**config.mk**
```make
export PLATFORM = sky130hd
export DESIGN_NAME = gpio_bank
export DESIGN_NICKNAME = d
export VERILOG_FILES = /design/src/mmu_pkg.sv /design/src/gpio_bank.sv
export SDC_FILE = /design/constraint.sdc
export NUM_CORES = 1
export LEC_CHECK = 0
export ABC_CLOCK_PERIOD_IN_PS = 1650
export BUFFER_PORTS_ARGS = -buffer_cell sky130_fd_sc_hd__buf_4
export CAP_MARGIN = 20
export CORE_ASPECT_RATIO = 1.4
export CORE_MARGIN = 2
export CORE_UTILIZATION = 30
export CTS_CLUSTER_SIZE = 28
export DETAILED_ROUTE_END_ITERATION = 6
export PLACE_DENSITY = 0.64
export SETUP_SLACK_MARGIN = 0.5
export SYNTH_ARGS = -nofsm -noshare
export SYNTH_HDL_FRONTEND = slang
export SYNTH_SLANG_ARGS = --single-unit
```
**constraint.sdc**
```tcl
create_clock -name clk -period 1.65 [get_ports clk]
set_input_delay 0.33 -clock clk [delete_from_list [all_inputs] [get_ports clk]]
set_output_delay 0.33 -clock clk [all_outputs]
set_load 0.01 [all_outputs]
```
**src/mmu_pkg.sv**
```systemverilog
package mmu_pkg;

    // Bus widths
    localparam int unsigned MEM_W  = 32;
    localparam int unsigned BE_W   = MEM_W / 8;
    localparam int unsigned ADDR_W = 32;

    // GPIO bank
    localparam int unsigned GPIO_PINS  = 10;
    localparam int unsigned GPIO_IDX_W = $clog2(GPIO_PINS);

    // Address map
    // Direction registers at 0x101..0x10A, pin values at 0x10B..0x114
    localparam logic [ADDR_W-1:0] GPIO_DIR_BASE = 32'h0000_0101;
    localparam logic [ADDR_W-1:0] GPIO_VAL_BASE = 32'h0000_010B;
    localparam logic [ADDR_W-1:0] TIMER_ADDR    = 32'h0000_0115;
    localparam logic [ADDR_W-1:0] SRAM_BASE     = 32'h0000_1000;
    localparam logic [ADDR_W-1:0] STORAGE_BASE  = 32'h0000_2000;

    // Scratch memory
    localparam int unsigned SRAM_WORDS = 4096;
    localparam int unsigned SRAM_IDX_W = $clog2(SRAM_WORDS);

    // Address regions
    typedef enum logic [2:0] {
        REGION_RESERVED,
        REGION_GPIO,
        REGION_TIMER,
        REGION_SRAM,
        REGION_STORAGE
    } mem_region_e;

    // Decoder FSM states
    typedef enum logic [2:0] {
        ST_IDLE,
        ST_GPIO,
        ST_TIMER,
        ST_SRAM_RD,
        ST_SRAM_DONE,
        ST_ERROR
    } dec_state_e;

endpackage : mmu_pkg

```
**src/gpio_bank.sv**
```systemverilog
`timescale 1ns/10ps

module gpio_bank import mmu_pkg::*; (
    input  logic                  clk,
    input  logic                  rst,
    input  logic                  gpio_sel_i,
    input  logic                  gpio_we_i,
    input  logic [GPIO_IDX_W-1:0] gpio_idx_i,
    input  logic                  gpio_is_dir_i,
    input  logic                  gpio_bit_i,
    input  logic [GPIO_PINS-1:0]  gpio_in_i,
    output logic                  gpio_rbit_o,
    output logic                  gpio_fault_o,
    output logic [GPIO_PINS-1:0]  gpio_out_o,
    output logic [GPIO_PINS-1:0]  gpio_oe_o
);

    // Direction 1 is input, 0 is output
    logic [GPIO_PINS-1:0] dir_q;
    logic [GPIO_PINS-1:0] val_q;
    logic                 pin_is_in;

    assign pin_is_in = dir_q[gpio_idx_i];

    // Value writes need an output pin, value reads need an input pin
    assign gpio_fault_o = gpio_sel_i && !gpio_is_dir_i && (gpio_we_i ? pin_is_in : !pin_is_in);

    assign gpio_rbit_o = gpio_is_dir_i ? pin_is_in : gpio_in_i[gpio_idx_i];

    always_ff @(posedge clk) begin
        if (!rst) begin
            dir_q <= '1;
            val_q <= '0;
        end else if (gpio_sel_i && gpio_we_i) begin
            if (gpio_is_dir_i) begin
                dir_q[gpio_idx_i] <= gpio_bit_i;
            end else if (!pin_is_in) begin
                val_q[gpio_idx_i] <= gpio_bit_i;
            end
        end
    end

    // Pins only drive when set as outputs
    assign gpio_oe_o  = ~dir_q;
    assign gpio_out_o = val_q;

endmodule : gpio_bank

```
==> results.json <==
{
  "status": "finished with violations",
  "violations": "DRC, setup timing",
  "synth_area_mm2": 0.00126,
  "maxCapViolCount": 0,
  "final_util_pct": 52.9,
  "die-area_mm2": 0.00474,
  "clk_pin_slew_ns": 0.08,
  "crit_type": "register to output pin",
  "core_mm2": 0.00399,
  "wl_met3_um": 202,
  "synth-seq-cells": 20,
  "dp_hpwl_um": 2510,
  "wl_met1_um": 1540,
  "grt_first_pass_wirelength_um": 5450,
  "clock_path_buffers": 2,
  "maxSlewHeadroom_pct": 83.2,
  "syn2layout_area_growth_pct": 67.6,
  "clock_sinks": 20,
  "avgSynthCellArea_um2": 8.56,
  "synth.distinct_cells": 30,
  "finalHoldViolCount": 0,
  "dr_wl_met2_um": 1930,
  "grt_pass1_vias": 1219,
  "arrival_ns": 1.63,
  "nNetsFinal": 229,
  "drc_errors": 3,
  "wl_per_cell_um": 15.1,
  "drive_gt1_share_pct": 58.7,
  "ant_nets": 0,
  "worst_r2r_startpoint": "dir_q[7]",
  "worstPathMaxFanout": 4,
  "regToRegSetupSlack_ns": 0.22,
  "start_util_pct": 31.6,
  "grt_usage_pct": 14.9,
  "cp-endpoint": "gpio_fault_o",
  "ys_warn_count": 0,
  "via_count": 1309,
  "post-route-min-period_ns": 1.96,
  "port_buffers": 41,
  "critPathCaptureType": "output pin",
  "ys_seq_area_share_pct": 31.8,
  "max_freq_ghz": 0.509,
  "rsz0062_at_grt": "true",
  "htree_levels": 1,
  "place_congestion": 0.862,
  "setup_slack_ns": -0.314,
  "timing.rr.end": "gpio_out_o[0]",
  "tritoncts": "done",
  "finalClockSkew_ns": 0.00877,
  "p_leak_nw": 0.948,
  "antenna_found_initial": 0,
  "root_buffer": "clkbuf_8",
  "topRoutingLayerUsed": "met4",
  "crit_path_start": "dir_q[7]",
  "setup_viol": 2,
  "final-max-slew-violation-count": 0,
  "p_per_area_mw_per_mm2": 519,
  "worstSetupStartpointType": "register",
  "io_pins": 42,
  "die_x_um": 58.7,
  "place_ws_ns": -0.220,
  "drtIter0Drc": 39,
  "viasPerCell": 5.22,
  "final_common_cell": "buf_4",
  "fin_crit_sh_pct": 119,
  "fin_tns_setup_ns": -0.511,
  "power_mw": 1.10,
  "dp.cells": 238,
  "clock_latency_ns": 0.26,
  "rows": 27,
  "hold_ws_ns": 0.346,
  "overflow": 0,
  "wl_um": 3780,
  "layout_common_cells": "45 x buf_4, 25 x mux2i_1, 21 x buf_6, 20 x nand2_1, 10 x dfxtp_1",
  "cp_data_required_time_ns": 1.32,
  "reg2reg_depth": 5,
  "place_area_mm2": 0.00176,
  "hold_class": "input port to register",
  "antenna-diode-count": 0,
  "vdd_drop_max_v": 0.000353,
  "syn_nets": 167,
  "grt_max_degree": 22,
  "die_h_um": 80.6,
  "firstDrtPassIters": 6,
  "final_area_mm2": 0.00211,
  "fin_cells": 251,
  "postSynthCellCount": 147,
  "worst_slew_pin_slew_ns": 0.245,
  "cts_buffers": 3
}
[worst min-delay path by stage]
stage,start,to,slack [ns],cells past startpoint
finish,rst,dir_q[9],0.35,2
global route,rst,dir_q[9],0.36,2
CTS,rst,dir_q[9],0.35,2
detailed placement,gpio_out_o[2],gpio_out_o[2],0.46,2
global placement,gpio_out_o[2],gpio_out_o[2],0.45,2
floorplan,dir_q[7],dir_q[7],0.46,2
[routing by layer]
| layer | GRT usage (%) | vias up |
|---|---|---|
| met5 | 0 | - |
| met4 | 8.18 | 0 |
| met3 | 2.25 | 9 |
| met2 | 25.6 | 41 |
| met1 | 17.1 | 616 |
| li1 | - | 643 |
[kinds of logic after synthesis]
| kind of cell | share of synthesized area [%] |
|---|---|
| simple gates | 22.9 |
| mux | 25.7 |
| buf+inv | 8.75 |
| flops | 31.8 |
| compound gates | 10.8 |
[Yosys cell counts]
cell type  number  area (um2)
mux2i_1        26         260
dfxtp_1        20         400
nand2_1        20        75.1
inv_1          11        41.3
nand3_1        10        50.1
a21oi_1         9        45.0
nand4_1         7        43.8
nor2b_1         7        43.8
clkbuf_1        6        22.5
buf_2           4        20.0
nor2_1          4        15.0
o2111ai_1       4        35.0
mux4_1          2        52.6
a2111o_1        1        11.3
a221oi_2        1        15.0
a22oi_1         1        7.51
a2bb2oi_1       1        8.76
a31oi_1         1        6.26
and2b_2         1        8.76
and3_1          1        6.26
and3b_1         1        8.76
buf_6           1        11.3
buf_8           1        15.0
mux2_2          1        11.3
nand2b_1        1        6.26
nand4b_1        1        8.76
nor3_1          1        5.00
nor3b_1         1        7.51
o21bai_1        1        7.51
or3b_1          1        8.76
[worst max-delay path, stage by stage, from the launching register on]
cell	delay [ns]
dfxtp_2	0.33
mux2_2	0.28
a2bb2oi_2	0.19
a2111o_1	0.38
nand3_1	0.08
buf_4	0.12
[report_power, final]
part           internal (mW)  total, mW  leakage [nW]  switching [mW]
combinational          0.126      0.236         0.762           0.110
sequential             0.480      0.481         0.157         0.00113
clock                  0.213      0.378        0.0288           0.165
[sequential cells by signal, indices dropped and copies added (netlist names)]
| name | count |
|---|---|
| gpio_out_o | 10 |
| dir_q | 10 |
[final cells by class]
class | instances | area, um2
Timing Repair Buffer | 69 | 624
Inverter | 11 | 41.3
Multi-Input combinational cell | 104 | 917
Fill cell | 378 | 1880
Tap cell | 43 | 53.8
Clock buffer | 4 | 55.1
Sequential cell | 20 | 418
[what timing repair did]
item / 4_1_cts / 5_1_grt
endpoints found under the hold margin: 0 / 0
endpoints found under the setup margin: 20 / 31
hold buffers: 0 / 0
buffers inserted: 4 / 5
gates resized for setup: 29 / 35
pin swaps: 3 / 5
Note: power is estimated with default switching activity, not from simulation.
