**config.mk**
```make
export PLATFORM = sky130hd
export DESIGN_NAME = mem_decoder
export DESIGN_NICKNAME = d
export VERILOG_FILES = /design/src/mmu_pkg.sv /design/src/mem_decoder.sv
export SDC_FILE = /design/constraint.sdc
export NUM_CORES = 1
export LEC_CHECK = 0
export BUFFER_PORTS_ARGS = -buffer_cell sky130_fd_sc_hd__buf_2
export CORE_ASPECT_RATIO = 0.7
export CORE_MARGIN = 1
export CORE_UTILIZATION = 40
export DETAILED_ROUTE_END_ITERATION = 8
export PLACE_DENSITY = 0.78
export SLEW_MARGIN = 20
export SYNTH_ARGS = -nofsm -noshare
export SYNTH_HDL_FRONTEND = slang
export SYNTH_SLANG_ARGS = --single-unit
```
**constraint.sdc**
```tcl
create_clock -name clk -period 10.8 [get_ports clk]
set_input_delay 2.16 -clock clk [delete_from_list [all_inputs] [get_ports clk]]
set_output_delay 2.16 -clock clk [all_outputs]
set_load 0.01 [all_outputs]
```
**src/mmu_pkg.sv**
```systemverilog
package mmu_pkg;

    // Bus widths
    localparam int unsigned MEM_W  = 32;
    localparam int unsigned BE_W   = MEM_W / 8;
    localparam int unsigned ADDR_W = 32;

    // GPIO bank
    localparam int unsigned GPIO_PINS  = 10;
    localparam int unsigned GPIO_IDX_W = $clog2(GPIO_PINS);

    // Address map
    // Direction registers at 0x101..0x10A, pin values at 0x10B..0x114
    localparam logic [ADDR_W-1:0] GPIO_DIR_BASE = 32'h0000_0101;
    localparam logic [ADDR_W-1:0] GPIO_VAL_BASE = 32'h0000_010B;
    localparam logic [ADDR_W-1:0] TIMER_ADDR    = 32'h0000_0115;
    localparam logic [ADDR_W-1:0] SRAM_BASE     = 32'h0000_1000;
    localparam logic [ADDR_W-1:0] STORAGE_BASE  = 32'h0000_2000;

    // Scratch memory
    localparam int unsigned SRAM_WORDS = 4096;
    localparam int unsigned SRAM_IDX_W = $clog2(SRAM_WORDS);

    // Address regions
    typedef enum logic [2:0] {
        REGION_RESERVED,
        REGION_GPIO,
        REGION_TIMER,
        REGION_SRAM,
        REGION_STORAGE
    } mem_region_e;

    // Decoder FSM states
    typedef enum logic [2:0] {
        ST_IDLE,
        ST_GPIO,
        ST_TIMER,
        ST_SRAM_RD,
        ST_SRAM_DONE,
        ST_ERROR
    } dec_state_e;

endpackage : mmu_pkg

```
**src/mem_decoder.sv**
```systemverilog
`timescale 1ns/10ps

module mem_decoder import mmu_pkg::*; (
    input  logic                  clk,
    input  logic                  rst,
    input  logic                  mem_req_i,
    input  logic [ADDR_W-1:0]     mem_addr_i,
    input  logic                  mem_we_i,
    input  logic [BE_W-1:0]       mem_be_i,
    input  logic [MEM_W-1:0]      mem_wdata_i,
    input  logic                  gpio_rbit_i,
    input  logic                  gpio_fault_i,
    input  logic                  timer_expired_i,
    input  logic [MEM_W-1:0]      sram_rdata_i,
    output logic                  mem_rvalid_o,
    output logic                  mem_err_o,
    output logic [MEM_W-1:0]      mem_rdata_o,
    output logic                  gpio_sel_o,
    output logic                  gpio_we_o,
    output logic [GPIO_IDX_W-1:0] gpio_idx_o,
    output logic                  gpio_is_dir_o,
    output logic                  gpio_bit_o,
    output logic                  timer_load_o,
    output logic [MEM_W-1:0]      timer_val_o,
    output logic                  sram_en_o,
    output logic                  sram_we_o,
    output logic [SRAM_IDX_W-1:0] sram_idx_o,
    output logic [BE_W-1:0]       sram_be_o,
    output logic [MEM_W-1:0]      sram_wdata_o
);

    dec_state_e  state_q, state_d;
    mem_region_e region;

    // Captured request, only valid while a request is in flight
    logic                  we_q;
    logic [BE_W-1:0]       be_q;
    logic [MEM_W-1:0]      wdata_q;
    logic                  gpio_is_dir_q;
    logic [GPIO_IDX_W-1:0] gpio_idx_q;
    logic [SRAM_IDX_W-1:0] sram_idx_q;

    logic                  addr_is_dir;
    logic [ADDR_W-1:0]     gpio_off;
    logic [ADDR_W-1:0]     sram_off;

    // Region classification of the incoming address
    always_comb begin
        region = REGION_RESERVED;
        if (mem_addr_i >= GPIO_DIR_BASE && mem_addr_i < GPIO_VAL_BASE + ADDR_W'(GPIO_PINS)) begin
            region = REGION_GPIO;
        end else if (mem_addr_i == TIMER_ADDR) begin
            region = REGION_TIMER;
        end else if (mem_addr_i >= STORAGE_BASE) begin
            region = REGION_STORAGE;
        end else if (mem_addr_i >= SRAM_BASE) begin
            region = REGION_SRAM;
        end
    end

    // Device indices, offsets from each region base
    assign addr_is_dir = mem_addr_i < GPIO_VAL_BASE;
    assign gpio_off    = mem_addr_i - (addr_is_dir ? GPIO_DIR_BASE : GPIO_VAL_BASE);
    assign sram_off    = mem_addr_i - SRAM_BASE;

    always_comb begin
        state_d = ST_IDLE;
        case (state_q)
            ST_IDLE: begin
                if (mem_req_i) begin
                    case (region)
                        REGION_GPIO:  state_d = ST_GPIO;
                        REGION_TIMER: state_d = ST_TIMER;
                        REGION_SRAM:  state_d = ST_SRAM_RD;
                        default:      state_d = ST_ERROR;
                    endcase
                end
            end
            ST_SRAM_RD: state_d = ST_SRAM_DONE;
            default:    state_d = ST_IDLE;
        endcase
    end

    always_ff @(posedge clk) begin
        if (!rst) begin
            state_q <= ST_IDLE;
        end else begin
            state_q <= state_d;
        end
    end

    always_ff @(posedge clk) begin
        if (state_q == ST_IDLE && mem_req_i) begin
            we_q          <= mem_we_i;
            be_q          <= mem_be_i;
            wdata_q       <= mem_wdata_i;
            gpio_is_dir_q <= addr_is_dir;
            gpio_idx_q    <= gpio_off[GPIO_IDX_W-1:0];
            sram_idx_q    <= sram_off[SRAM_IDX_W-1:0];
        end
    end

    // One response pulse per request; writes answer with zero data
    always_ff @(posedge clk) begin
        if (!rst) begin
            mem_rvalid_o <= 1'b0;
            mem_err_o    <= 1'b0;
            mem_rdata_o  <= '0;
        end else begin
            mem_rvalid_o <= 1'b0;
            mem_err_o    <= 1'b0;
            mem_rdata_o  <= '0;
            case (state_q)
                ST_GPIO: begin
                    if (gpio_fault_i) begin
                        mem_err_o <= 1'b1;
                    end else begin
                        mem_rvalid_o <= 1'b1;
                        mem_rdata_o  <= we_q ? '0 : {{(MEM_W-1){1'b0}}, gpio_rbit_i};
                    end
                end
                ST_TIMER: begin
                    mem_rvalid_o <= 1'b1;
                    mem_rdata_o  <= we_q ? '0 : {{(MEM_W-1){1'b0}}, timer_expired_i};
                end
                ST_SRAM_DONE: begin
                    mem_rvalid_o <= 1'b1;
                    mem_rdata_o  <= we_q ? '0 : sram_rdata_i;
                end
                ST_ERROR: mem_err_o <= 1'b1;
                default: ;
            endcase
        end
    end

    // Device side, driven from the captured fields
    assign gpio_sel_o    = state_q == ST_GPIO;
    assign gpio_we_o     = we_q;
    assign gpio_idx_o    = gpio_idx_q;
    assign gpio_is_dir_o = gpio_is_dir_q;
    assign gpio_bit_o    = wdata_q[0];

    assign timer_load_o  = state_q == ST_TIMER && we_q;
    assign timer_val_o   = wdata_q;

    assign sram_en_o     = state_q == ST_SRAM_RD;
    assign sram_we_o     = we_q;
    assign sram_idx_o    = sram_idx_q;
    assign sram_be_o     = be_q;
    assign sram_wdata_o  = wdata_q;

endmodule : mem_decoder

```
==> impl_metrics.toml <==
[floorplanning]
die_area_um2 = 8490
ios = 232
dieHeight_um = 77.4
core_area_um2 = 7870
rows = 27
fp.dieW_um = 110
initial_core_util = 0.413

[synthesis]
synthMuxAreaShare = 0
postSynthCellCount = 216
synth-compound-area-share = 0.0354
ys_seq_elements = 91
yosys.area_share.simple = 0.130
synth_top_family_by_area = "simple AND/OR/NAND/NOR gates"
synth_cell_types = 36
synthAdderAreaFrac = 0.0100
synth_warnings = 0
synth-seq-area-share = 0.727
synth_xor_area_frac = 0.00809
synth_nets = 325
avgSynthCellArea_um2 = 15.0
netlist_area_um2 = 3250

[place]
io_buffers = 231
dp_hpwl_um = 5910
pre_cts_slack_ps = 6090
post-place-cells = 512
place.gp.congestion = 0.799

[global_route]
grt_pass1_wl_um = 11100
grt_pass1_vias = 2330
overflow = 0
grt_usage = 0.177
antenna_found_initial = 0
grt_max_degree = 46

[setup_path]
crit_family = "simple AND/OR/NAND/NOR gates"
cp_cell_sequence = "buf_2 > or4_4 > or4_4 > a211oi_2 > ha_1 > a211oi_1 > xnor2_1 > xnor2_1"
cp_data_arrival_time_ps = 4420
startpoint = "mem_addr_i[12]"
slowest_delay_ps = 530
end_kind = "flip-flop"
crit_required_ps = 10870
worstPathMaxFanout = 4
path_buf_inv = 1
r2r_start = "state_q[2]$_SDFF_PN0_"
critPathSlowestCell = "or4_4"
critPathLaunchType = "input pin"
r2r_slack_ps = 9090
crit_type = "input pin to flip-flop"

[route]
top_layer = "met4"
via_count = 2369
drt_pass1_iterations = 4
wl_per_cell_um = 14.2
ant_nets = 0
met2_length_um = 3990
viasPerCell = 4.49
met1_length_um = 2890
wl_um = 7510
drc = 0
met3_length_um = 537
drtIter0Drc = 114

[min_path]
hold_start = "gpio_we_o$_DFFE_PP_"
hp-class = "flip-flop to flip-flop"

[job]
maxCapViolCount = 0

[clock_tree]
postCtsResizedCells = 0
numCtsBuffers = 9
h-tree-depth = 3
ctsLongestPathBuffers = 2
hold_buffers = 0
path_clk_slew_ps = 60
numClockSinks = 91
clkLatencyLatePin_ps = 320
postCtsSetupBuffers = 0
ctsRootBufferMaster = "clkbuf_16"
tritoncts = "built"

[status]
status = "finished, final reports clean"

[timing]
skew_ps = 7.54
grt_setup_unrepaired = "no"
whs_ps = 533
setup_tns_ps = 0
slew_viol_final = 0
setup_viol = 0
worst_slack_ps = 6450
period_share = 0.403
worst_pin_slew_ps = 788
min_period_ps = 4350
max_freq_mhz = 230
max-slew-margin-rel = 0.474
hold_viol = 0

[layout]
num_antenna_cells = 0
area_delta_synth_final_pct = 40.3
nNetsFinal = 531
layout_commonest_cell = "buf_2"
stdcell_count = 528
fillers = 682
final_cell_mix = "buf_2, edfxtp_1, dfxtp_1"
seq_area_um2 = 2360
multi_input_area_um2 = 603
drive_gt1_frac = 0.600

[power_and_ir_drop]
power_leakage_uw = 0.00216
ir_worst_vdd_uv = 95.2
pwr_density_cell_nw_per_um2 = 166
-- flip-flops by register name (all words and copies together), names as in the netlist --
name and cells:
sram_be_o 4, sram_wdata_o 32, mem_rvalid_o 1, mem_rdata_o 32, sram_idx_o 12, gpio_idx_o 4, state_q 3, gpio_is_dir_o 1
mem_err_o 1, gpio_we_o 1
-- cell families (layout without fill, tap and decap cells) --
group,count (synthesis),after routing
adder cells (fa/ha/maj),2,2
AND/OR/NAND/NOR,64,64
buffers and inverters,41,252
flip-flops,91,91
AO/OA/AOI/OAI,15,15
XOR/XNOR,3,3
-- metrics by stage --
| step | total power, uW | cell area (um2) | utilization |
|---|---|---|---|
| 6_report | 754 | 4560 | 0.579 |
| 3_5_place_dp | 474 | 4270 | 0.543 |
| 4_1_cts | 763 | 4560 | 0.579 |
| 2_1_floorplan | 439 | 3250 | - |
| 5_1_grt | 787 | 4560 | 0.579 |
| 3_3_place_gp | 471 | 4270 | 0.543 |
-- layout make-up --
cell class,instances,area share
Sequential cell,91,0.518
Multi-Input combinational cell,84,0.132
Timing Repair Buffer,233,0.257
Clock buffer,14,0.0601
Inverter,3,0.00247
Clock inverter,2,0.00192
Tap cell,101,0.0277
-- cell usage after synthesis, drive strengths merged --
cell,number,area (um2)
nor4,5,31.3
a211o,1,8.76
nand2,3,11.3
fa,1,20.0
o21ai,4,20.0
or4,2,22.5
ha,1,12.5
and4b,1,10.0
dfxtp,37,741
o311a,1,10.0
buf,35,267
a21oi,2,10.0
and2,31,194
xnor2,3,26.3
a31oi,1,6.26
and3b,1,10.0
edfxtp,54,1620
clkbuf,3,11.3
or4b,1,10.0
inv,3,11.3
nor4bb,1,10.0
nor3b,2,15.0
nor2b,1,6.26
a211oi,5,52.6
nor2,8,30.0
o211ai,1,7.51
or3b,1,8.76
nand2b,1,6.26
nor3,2,10.0
nand4,2,27.5
or3,1,11.3
nor4b,1,8.76
-- path summary, 6_finish.rpt --
path,to,cells after the start
worst min register to register,mem_rdata_o[0]$_SDFF_PN0_,1
worst max register to register,state_q[1]$_SDFF_PN0_,4
worst min-delay path,mem_rdata_o[0]$_SDFF_PN0_,1
worst max-delay path,gpio_idx_o[3]$_DFFE_PP_,8
-- power by group --
part	switching [uW]	internal (uW)
clock network	116	174
logic	38.5	33.0
registers	6.46	387
-- per-layer routing --
| metal | vias to the layer above | track usage |
|---|---|---|
| li1 | 1138 | - |
| met1 | 1093 | 0.200 |
| met2 | 130 | 0.319 |
| met3 | 8 | 0.0471 |
| met4 | 0 | 0.0640 |
| met5 | - | 0 |
Power figures use the tool's default switching activity.
