===== config.mk =====
export PLATFORM = sky130hd
export DESIGN_NAME = digital_timer
export DESIGN_NICKNAME = d
export VERILOG_FILES = /design/src/mmu_pkg.sv /design/src/digital_timer.sv
export SDC_FILE = /design/constraint.sdc
export NUM_CORES = 1
export LEC_CHECK = 0
export ABC_AREA = 1
export ABC_CLOCK_PERIOD_IN_PS = 1500
export BUFFER_PORTS_ARGS = -buffer_cell sky130_fd_sc_hd__clkbuf_2
export CORE_MARGIN = 5
export CORE_UTILIZATION = 25
export CTS_CLUSTER_SIZE = 20
export DETAILED_ROUTE_END_ITERATION = 10
export HOLD_SLACK_MARGIN = 0.08
export SYNTH_ARGS = -nofsm -noshare
export SYNTH_HDL_FRONTEND = slang
export SYNTH_SLANG_ARGS = --single-unit

===== constraint.sdc =====
create_clock -name clk -period 1.5 [get_ports clk]
set_input_delay 0.3 -clock clk [delete_from_list [all_inputs] [get_ports clk]]
set_output_delay 0.3 -clock clk [all_outputs]
set_load 0.01 [all_outputs]

===== src/mmu_pkg.sv =====
package mmu_pkg;

    // Bus widths
    localparam int unsigned MEM_W  = 32;
    localparam int unsigned BE_W   = MEM_W / 8;
    localparam int unsigned ADDR_W = 32;

    // GPIO bank
    localparam int unsigned GPIO_PINS  = 10;
    localparam int unsigned GPIO_IDX_W = $clog2(GPIO_PINS);

    // Address map
    // Direction registers at 0x101..0x10A, pin values at 0x10B..0x114
    localparam logic [ADDR_W-1:0] GPIO_DIR_BASE = 32'h0000_0101;
    localparam logic [ADDR_W-1:0] GPIO_VAL_BASE = 32'h0000_010B;
    localparam logic [ADDR_W-1:0] TIMER_ADDR    = 32'h0000_0115;
    localparam logic [ADDR_W-1:0] SRAM_BASE     = 32'h0000_1000;
    localparam logic [ADDR_W-1:0] STORAGE_BASE  = 32'h0000_2000;

    // Scratch memory
    localparam int unsigned SRAM_WORDS = 4096;
    localparam int unsigned SRAM_IDX_W = $clog2(SRAM_WORDS);

    // Address regions
    typedef enum logic [2:0] {
        REGION_RESERVED,
        REGION_GPIO,
        REGION_TIMER,
        REGION_SRAM,
        REGION_STORAGE
    } mem_region_e;

    // Decoder FSM states
    typedef enum logic [2:0] {
        ST_IDLE,
        ST_GPIO,
        ST_TIMER,
        ST_SRAM_RD,
        ST_SRAM_DONE,
        ST_ERROR
    } dec_state_e;

endpackage : mmu_pkg


===== src/digital_timer.sv =====
`timescale 1ns/10ps

module digital_timer import mmu_pkg::*; (
    input  logic             clk,
    input  logic             rst,
    input  logic             timer_load_i,
    input  logic [MEM_W-1:0] timer_val_i,
    output logic             timer_expired_o
);

    logic [MEM_W-1:0] count_q;

    // Load wins over the count, counting stops at zero
    always_ff @(posedge clk) begin
        if (!rst) begin
            count_q <= '0;
        end else if (timer_load_i) begin
            count_q <= timer_val_i;
        end else if (count_q != '0) begin
            count_q <= count_q - 1'b1;
        end
    end

    assign timer_expired_o = count_q == '0;

endmodule : digital_timer


==> out/results.tsv, run 1 <==
metric	value	unit
Fillers	907	
port bufs	35	
row count	34	
initial DRC count	181	
Worst Hold End	count_q[19]	
pin count of the biggest net entering global routing	28	
leak pwr	1.67	nW
first-pass GRT wire length	13000	µm
Nets	517	
Mean Syn Cell Area	6.01	µm²
Net Count, Synth	400	
Period Utilization, post-route	123	%
via/cell ratio	4.62	
Remaining Overflow, GRT	0	
FMAX	0.543	GHz
Synth Instances	364	
sw power	1.05	mW
DR DRC count	0	
Top reg by flops	count_q	
hold_ws	0.218	ns
hold depth	3	
register area	651	µm²
GP Congestion	0.937	
vias in the first global route	2804	
drt total wl	8050	µm
Die ar.	0.0107	mm²
Mapped Area	0.00219	mm²
pre-CTS setup slack	-0.196	ns
Hold Crit Class	primary input to flop	
Slew Limit Fails	0	
sw frac	36.1	%
post-DR wirelength/cell	13.6	µm
worst path required time	1.20	ns
Hold Vio Cnt, Final	0	
Post-Layout Inst Area	0.00344	mm²
Internal Power	1.86	mW
reg2reg start	count_q[4]	
antenna cell count	0	
Die Span X	104	µm
Clock Skews	0.00457	ns
capturing element type of the critical path	primary output	
biggest regs	count_q x32	
TritonCTS buffer count	5	
Total GRT Usage	14.6	%
DRT Pass-1 Iters	5	
CTS tree	done	
initial antenna violation count	0	
outcome	complete, but fails checks	
sequential share of the synthesized area	29.3	%
Pwr per Cell Area	843	mW/mm²
Clock transition at path regs	0.07	ns
# IOs	36	
hold path startpoint	timer_val_i[19]	
relative slew slack	70.8	%
Setup Crit Path Kind	flop to primary output	
max cap viols	0	
Arr. time, crit path	1.54	ns
Clk Latency, worst-skew pair	0.30	ns
core area	0.00864	mm²
maximum VDD drop	0.288	mV
CTS Sinks	32	
Area Growth Syn to Fin	57.3	%
max FFs per register	32	
register share of total power	33.6	%
failing checks	setup timing	
setup violators final	33	
slowest stage delay, CP	0.35	ns
most frequent cells in the layout	102 x nand2_1, 77 x buf_4, 48 x nor2_1, 34 x clkbuf_2, 27 x inv_1	
vias	2727	
PnR worst setup slack	-0.341	ns
clock network power share	25.7	%
Startpoint Class	flop	
multi-input logic area	0.00160	mm²
Distinct cells, synth	29	
Max Root-Sink Buffers	2	
r2r worst-path depth	11	
R2R setup slack	-0.20	ns
CP Cell Sequence	nor2_4, nand2_2, buf_4, inv_1, nand2_1, nor2_2, nand2_1, nor2_2, buf_2	
post-route ant nets	0	
setup_tns	-5.13	ns
placed cell areas	0.00296	mm²
CTS H-Tree Depth	2	
root buf cell	clkbuf_8	
Starting Density	25.3	%
Final min period	1.84	ns
die height	104	µm
share of cells above drive strength 1	42.3	%
most common cell after layout, fill and taps aside	nand2_1	
combinational share of power	40.7	%
YS warnings	0	
reg2reg end	count_q[26]	
DP Wirelength	5720	µm
final design utilization	39.9	%
post-synthesis register bit count	32	
CP max-delay cell	dfxtp_2	
worst-path fanout max	2	
RSZ-0062 raised after global routing	yes	
Worst Max-Slew Pin Slew	0.437	ns
power by group through the flow:
stage               sequential (mW)  combinational (mW)  clock (mW)
floorplan                     0.984               0.523           0
global placement              0.981               0.946           0
detailed placement            0.981               0.956           0
CTS                           0.968                1.06       0.745
global route                  0.984                1.29       0.785
finish                        0.976                1.18       0.746
cells in the mapped netlist:
master    instances  area (µm²)
a21oi_1          21         105
nand2_2           5        31.3
inv_1            31         116
nand3_1          23         115
buf_6             1        11.3
o211ai_1          2        15.0
inv_2             1        3.75
clkbuf_1          5        18.8
dfxtp_1          32         641
o21bai_1          1        7.51
nor2_8            1        20.0
buf_4             1        7.51
nand3_4           1        17.5
a21oi_2           1        8.76
nor2_4            3        33.8
mux2i_1           2        20.0
nor2_2            3        18.8
xnor2_1           5        43.8
or2_2             7        43.8
nor2_1           70         263
buf_2             3        15.0
nor3_1            2        10.0
nand3b_1          2        15.0
o21ai_0          10        50.1
nand4_1           7        43.8
nand2_1         115         432
xor2_1            7        61.3
a211oi_1          1        7.51
ha_1              1        12.5
cell type report:
class | count | area share (%)
Multi-Input combinational cell | 291 | 46.4
Tap cell | 108 | 3.93
Timing Repair Buffer | 119 | 24.7
Clock buffer | 8 | 2.62
Inverter | 32 | 3.49
Sequential cell | 32 | 18.9
worst max-delay path by stage:
stage / from / end / slack (ns) / cells after the start
global placement: count_q[4] / timer_expired_o / -0.18 / 8
floorplan: count_q[1] / count_q[30] / -0.009 / 13
detailed placement: count_q[1] / count_q[17] / -0.20 / 9
finish: count_q[23] / timer_expired_o / -0.34 / 9
global route: count_q[23] / timer_expired_o / -0.45 / 9
CTS: count_q[22] / timer_expired_o / -0.35 / 9
cells by family (layout without fill, tap and decap cells):
group                    after synthesis  in the layout  share of synthesized area [%]
flip-flops                            32             32                           29.3
buffers and inverters                 42            159                           7.89
multiplexers                           2              2                          0.915
AND/OR/NAND/NOR                      239            240                           47.7
XOR/XNOR                              12             12                           4.80
adder cells (fa/ha/maj)                1              1                          0.572
AO/OA/AOI/OAI                         36             36                           8.86
metrics by stage:
step / std cells / power (mW)
2_1_floorplan: 364 / 1.51
3_3_place_gp: 561 / 1.93
3_5_place_dp: 561 / 1.94
4_1_cts: 586 / 2.78
5_1_grt: 590 / 3.06
6_report: 590 / 2.90
repair_timing:
| action | 4_1_cts | 5_1_grt |
|---|---|---|
| setup endpoints to repair | 33 | 33 |
| buffers inserted | 18 | 5 |
| hold buffers | 0 | 0 |
| gates resized for setup | 35 | 38 |
| pin swaps | 24 | 13 |
| gates cloned | 1 | 0 |
worst max-delay path: cells and delay by family (launching register included):
kind	cells	cell delay, ns
simple gates	6	0.56
flops	1	0.35
buf+inv	3	0.34
metal layers:
metal	vias to the layer above	global-route usage (%)	routed length [µm]
li1	1377	-	-
met1	1225	17.9	3490
met2	102	24.7	3830
met3	23	3.86	468
met4	0	4.87	258
met5	-	0	0
Power figures use the tool's default switching activity.
==> run 2, diff against run 1 <==
--- a/config.mk
+++ b/config.mk
@@ -6,7 +6,7 @@
 export NUM_CORES = 1
 export LEC_CHECK = 0
 export ABC_AREA = 1
-export ABC_CLOCK_PERIOD_IN_PS = 1500
+export ABC_CLOCK_PERIOD_IN_PS = 1600
 export BUFFER_PORTS_ARGS = -buffer_cell sky130_fd_sc_hd__clkbuf_2
 export CORE_MARGIN = 5
 export CORE_UTILIZATION = 25
==> constraint.sdc (replaced) <==
create_clock -name clk -period 1.6 [get_ports clk]
set_input_delay 0.32 -clock clk [delete_from_list [all_inputs] [get_ports clk]]
set_output_delay 0.32 -clock clk [all_outputs]
set_load 0.01 [all_outputs]
==> run 2 against run 1 <==
  * The run still ends with setup timing left
  * Worst hold slack improved by 0.048 ns
  * Sequential power fell by 5.1%
  * Die area did not move
  * Core utilization rose by 1.0 points
  * Clock power fell by 5.8%
  * Combinational power fell by 6%
  * Non-clock buffer count fell by 18
  * Highest routed layer unchanged
==> out/results.tsv, run 2 (synthesized netlist as in run 1, its figures left out) <==
metric	value	unit	change
GP Congestion	0.928		-0.97%
DR DRC count	0		unchanged
Setup Crit Path Kind	flop to flop		
Die ar.	0.0107	mm²	unchanged
CTS tree	done		
Hold Crit Class	primary input to flop		
Area Growth Syn to Fin	61.3	%	
Clk Latency, worst-skew pair	0.29	ns	about the same
setup_tns	-4.84	ns	+0.286 ns
most common cell after layout, fill and taps aside	nand2_1		
failing checks	setup timing		
worst path required time	1.78	ns	+0.58 ns
placed cell areas	0.00284	mm²	-4.2%
power consumption	2.73	mW	-5.8%
hold_ws	0.266	ns	+0.0482 ns
FMAX	0.550	GHz	
Post-Layout Inst Area	0.00353	mm²	+2.5%
max FFs per register	32		unchanged
initial antenna violation count	0		unchanged
leak pwr	1.72	nW	+2.4%
outcome	complete, but fails checks		
GRT busiest layer	met2		
Max Root-Sink Buffers	2		unchanged
Die Span X	104	µm	unchanged
root buf cell	clkbuf_8		
Startpoint Class	flop		
combinational share of power	40.4	%	-0.3 points
port bufs	35		unchanged
RSZ-0062 raised after global routing	yes		
DP Wirelength	5490	µm	-4.1%
worst-path fanout max	6		+4
drt total wl	7960	µm	-1.1%
Nets	499		-3.5%
pin count of the biggest net entering global routing	27		-3.6%
maximum VDD drop	0.315	mV	+9.7%
biggest regs	count_q x32		
CTS H-Tree Depth	2		unchanged
first-pass GRT wire length	11900	µm	-8.3%
Hold Vio Cnt, Final	0		unchanged
vias in the first global route	2457		-12%
via/cell ratio	4.55		-1.6%
max cap viols	0		unchanged
Final min period	1.82	ns	
clock network power share	25.7	%	about the same
Total GRT Usage	13.3	%	-1.3 points
initial DRC count	178		-1.7%
Clock Skews	0.00419	ns	-0.000383 ns
setup violators final	31		-6.1%
core area	0.00864	mm²	unchanged
relative slew slack	76.8	%	+6.0 points
cts hold-fix bufs	0		unchanged
post-route ant nets	0		unchanged
Internal Power	1.75	mW	-5.9%
Clock transition at path regs	0.07	ns	about the same
Arr. time, crit path	2.00	ns	+0.46 ns
PnR worst setup slack	-0.219	ns	+0.122 ns
final design utilization	40.9	%	+1.0 points
CTS Sinks	32		unchanged
sw frac	36.2	%	+0.086 points
Starting Density	25.3	%	unchanged
share of cells above drive strength 1	46.2	%	+3.9 points
row count	34		unchanged
# IOs	36		unchanged
most frequent cells in the layout	91 x nand2_1, 60 x buf_4, 47 x nor2_1, 34 x clkbuf_2, 27 x inv_1		
post-DR wirelength/cell	13.9	µm	+2.2%
DP Cell Count	547		-2.5%
register share of total power	33.9	%	+0.3 points
Worst Max-Slew Pin Slew	0.347	ns	-0.0904 ns
Pwr per Cell Area	775	mW/mm²	-8.1%
sw power	989	µW	-5.6%
GR Util met2	21.1	%	-3.6 points
met3 Usage GRT	2.43	%	-1.4 points
Top reg by flops	count_q		
vias	2598		-4.7%
TritonCTS buffer count	5		unchanged
routing usage on met1	18.4	%	+0.48 points
Period Utilization, post-route	114	%	
pre-CTS setup slack	-0.144	ns	+0.0522 ns
Remaining Overflow, GRT	0		unchanged
Slew Limit Fails	0		unchanged
die height	104	µm	unchanged
DRT Pass-1 Iters	4		-1
antenna cell count	0		unchanged
fin cells	571		-3.2%
capturing element type of the critical path	flop		
==> run 2: cell types whose count changed in the layout (fill, tap and decap cells not counted), sizes merged <==
cell / before / now
buf: 85 / 66
==> run 2: final timing paths <==
path	start	endpoint	slack (ns)	cells past startpoint
min reg2reg	count_q[31]	count_q[31]	0.58	4
max reg2reg	count_q[7]	count_q[17]	-0.22	11
min	timer_val_i[4]	count_q[4]	0.27	3
max	count_q[7]	count_q[17]	-0.22	11
==> run 2: power groups by stage <==
stage               registers, mW  clock network (mW)  logic (mW)
global route                0.933               0.748        1.21
finish                      0.926               0.703        1.11
floorplan                   0.921                   0       0.478
detailed placement          0.922                   0       0.830
CTS                         0.909               0.713       0.877
global placement            0.921                   0       0.822
==> run 2: final cells by class <==
class	count	area [µm²]
Tap cell	108	135
Sequential cell	32	659
Multi-Input combinational cell	291	1790
Timing Repair Buffer	101	731
Fill cell	882	5110
Inverter	32	120
Clock buffer	7	96.3
==> run 2: worst max-delay path, stage by stage (launching register included) <==
cell and delay, ns:
dfxtp_4 0.36, nor2_4 0.13, nand2_4 0.08, nor2_8 0.15
buf_6 0.11, buf_6 0.10, nand3_4 0.09, nor2_4 0.28
nor2_4 0.10, clkbuf_16 0.19, nand2_4 0.07, a21oi_2 0.04
==> run 2: metal layers <==
metal,vias to the layer above,routed length [µm]
met5,-,0
met4,0,157
met3,12,345
met2,64,3930
met1,1177,3520
li1,1345,-
==> run 2: what timing repair did <==
action                     4_1_cts  5_1_grt
pin swaps                        7       29
hold endpoints to repair         0        0
cloned                           0        2
resized for setup               19      109
setup buffers                    4       12
setup endpoints to repair       32       33
==> run 3, diff against run 2 <==
==> constraint.sdc (replaced) <==
create_clock -name clk -period 1.6 [get_ports clk]
set_input_delay 0.24 -clock clk [delete_from_list [all_inputs] [get_ports clk]]
set_output_delay 0.24 -clock clk [all_outputs]
set_load 0.01 [all_outputs]
==> run 3 against run 2 <==
  * The flow still finishes with violations (setup timing)
  * Combinational power is 9% lower
  * Critical path depth decreased by 3
  * Via count down 1.8%
  * Flip-flop and latch count unchanged
==> out/results.tsv, run 3 (synthesized netlist as in run 1, its figures left out) <==
metric	value	unit	change
Remaining Overflow, GRT	0		unchanged
r2r worst-path depth	9		-2
Clock Skews	0.00912	ns	+0.00493 ns
max cap viols	0		unchanged
Clk Latency, worst-skew pair	0.29	ns	about the same
GP Congestion	0.931		+0.29%
TritonCTS buffer count	5		unchanged
clock network power share	25.5	%	-0.2 points
leak pwr	1.54	nW	-10%
crit path to	timer_expired_o		
combinational share of power	38.6	%	-1.8 points
power consumption	2.61	mW	-4.7%
Die ar.	0.0107	mm²	unchanged
Top reg by flops	count_q		
CTS H-Tree Depth	2		unchanged
Arr. time, crit path	1.49	ns	-0.51 ns
Pwr per Cell Area	795	mW/mm²	+2.6%
DP Wirelength	5260	µm	-4.1%
vias	2552		-1.8%
Startpoint Class	flop		
Die Span X	104	µm	unchanged
Slew Limit Fails	0		unchanged
initial DRC count	158		-11%
register share of total power	35.8	%	+1.9 points
capturing element type of the critical path	primary output		
Hold Vio Cnt, Final	0		unchanged
pin count of the biggest net entering global routing	27		unchanged
first-pass GRT wire length	11800	µm	-0.93%
max FFs per register	32		unchanged
RSZ-0062 raised after global routing	yes		
FMAX	0.579	GHz	+5.3%
DR DRC count	0		unchanged
root buf cell	clkbuf_8		
most common cell after layout, fill and taps aside	nand2_1		
outcome	complete, but fails checks		
Worst Max-Slew Pin Slew	0.279	ns	-0.0682 ns
Nets	488		-2.2%
# IOs	36		unchanged
drt total wl	7320	µm	-8.0%
post-route ant nets	0		unchanged
worst-path fanout max	2		-4
Period Utilization, post-route	108	%	-5.7 points
relative slew slack	81.4	%	+4.6 points
PnR worst setup slack	-0.127	ns	+0.0915 ns
reg2reg end	count_q[22]		
maximum VDD drop	0.375	mV	+19%
CTS tree	done		
sw power	942	µW	-4.7%
most frequent cells in the layout	99 x nand2_1, 50 x buf_4, 47 x nor2_1, 34 x clkbuf_2, 26 x inv_1		
initial antenna violation count	0		unchanged
Clock transition at path regs	0.07	ns	about the same
die height	104	µm	unchanged
antenna cell count	0		unchanged
row count	34		unchanged
R2R setup slack	-0.09	ns	+0.13 ns
pre-CTS setup slack	-0.173	ns	-0.0289 ns
setup violators final	24		-23%
fin cells	561		-1.8%
via/cell ratio	4.55		about the same
Hold Crit Class	primary input to flop		
reg2reg start	count_q[25]		
DRT Pass-1 Iters	4		unchanged
worst path required time	1.36	ns	-0.42 ns
DP Cell Count	527		-3.7%
post-DR wirelength/cell	13.1	µm	-6.4%
core area	0.00864	mm²	unchanged
port bufs	35		unchanged
CP Launch Point	count_q[7]		
share of cells above drive strength 1	40.2	%	-6.0 points
Total GRT Usage	13.1	%	-0.19 points
Setup Crit Path Kind	flop to primary output		
Final min period	1.73	ns	-0.0915 ns
Area Growth Syn to Fin	49.8	%	
biggest regs	count_q x32		
failing checks	setup timing		
Starting Density	25.3	%	unchanged
vias in the first global route	2477		+0.81%
Internal Power	1.66	mW	-4.7%
Max Root-Sink Buffers	2		unchanged
CTS Sinks	32		unchanged
sw frac	36.1	%	about the same
==> run 3: cell count changes in the layout (fill, tap and decap cells not counted), sizes merged <==
| cell | before | now |
|---|---|---|
| buf | 66 | 56 |
| clkbuf | 42 | 40 |
| clkinv | 0 | 2 |
==> run 3: per-stage QoR <==
step / util [%] / hold WS (ns) / cell area, µm² / TNS (ns)
floorplan: - / 0.388 / 2190 / 0
global placement: 31.1 / 0.484 / 2690 / -2.31
detailed placement: 31.1 / 0.484 / 2690 / -2.58
CTS: 35.3 / 0.164 / 3050 / -0.138
global route: 38.0 / 0.171 / 3280 / -5.30
finish: 38.0 / 0.166 / 3280 / -1.05
==> run 3: worst max-delay path, cell delays in order (launching register included) <==
cell and delay [ns]:
dfxtp_4 0.36, nor2_4 0.15, nand2_4 0.08, nor2_8 0.14, nand2_4 0.08, nor2_4 0.08, nand2_2 0.06, nor2_2 0.11
buf_2 0.15
==> run 3: final cells by class <==
| type | count | area (µm²) |
|---|---|---|
| sequential | 32 | 667 |
| tap | 108 | 135 |
| multi-input combinational | 291 | 1640 |
| timing repair buffer | 90 | 624 |
| inverter | 32 | 123 |
| clock inverter | 2 | 10.0 |
| clock buffer | 6 | 82.6 |
| fill | 896 | 5360 |
==> run 3: layer usage <==
metal | track usage [%] | routed length [µm]
met1 | 17.4 | 3320
met2 | 20.8 | 3350
met3 | 2.80 | 365
met4 | 5.06 | 286
met5 | 0 | 0
==> run 3: worst min-delay path by stage <==
stage                          startpoint          end  slack [ns]  cells past startpoint
after CTS                  timer_val_i[5]   count_q[5]        0.16                      3
after detailed placement   timer_val_i[5]   count_q[5]        0.48                      3
after global routing       timer_val_i[6]   count_q[6]        0.17                      3
final                      timer_val_i[5]   count_q[5]        0.17                      3
after global placement    timer_val_i[24]  count_q[24]        0.48                      3
after floorplan           timer_val_i[10]  count_q[10]        0.39                      2
==> run 3: power by group through the flow <==
stage / Combinational [mW] / Clock (mW) / Sequential, mW
after floorplan: 0.478 / 0 / 0.921
after global placement: 0.739 / 0 / 0.930
after detailed placement: 0.742 / 0 / 0.930
after CTS: 0.879 / 0.676 / 0.926
after global routing: 1.11 / 0.709 / 0.943
final: 1.01 / 0.666 / 0.934
==> run 3: timing repair <==
item                                    in CTS  in global routing
resized for setup                           48                 48
endpoints found under the setup margin      33                 33
hold buffers                                 0                  0
buffers inserted                            17                  9
gates cloned                                 0                  1
pin swaps                                   17                 16
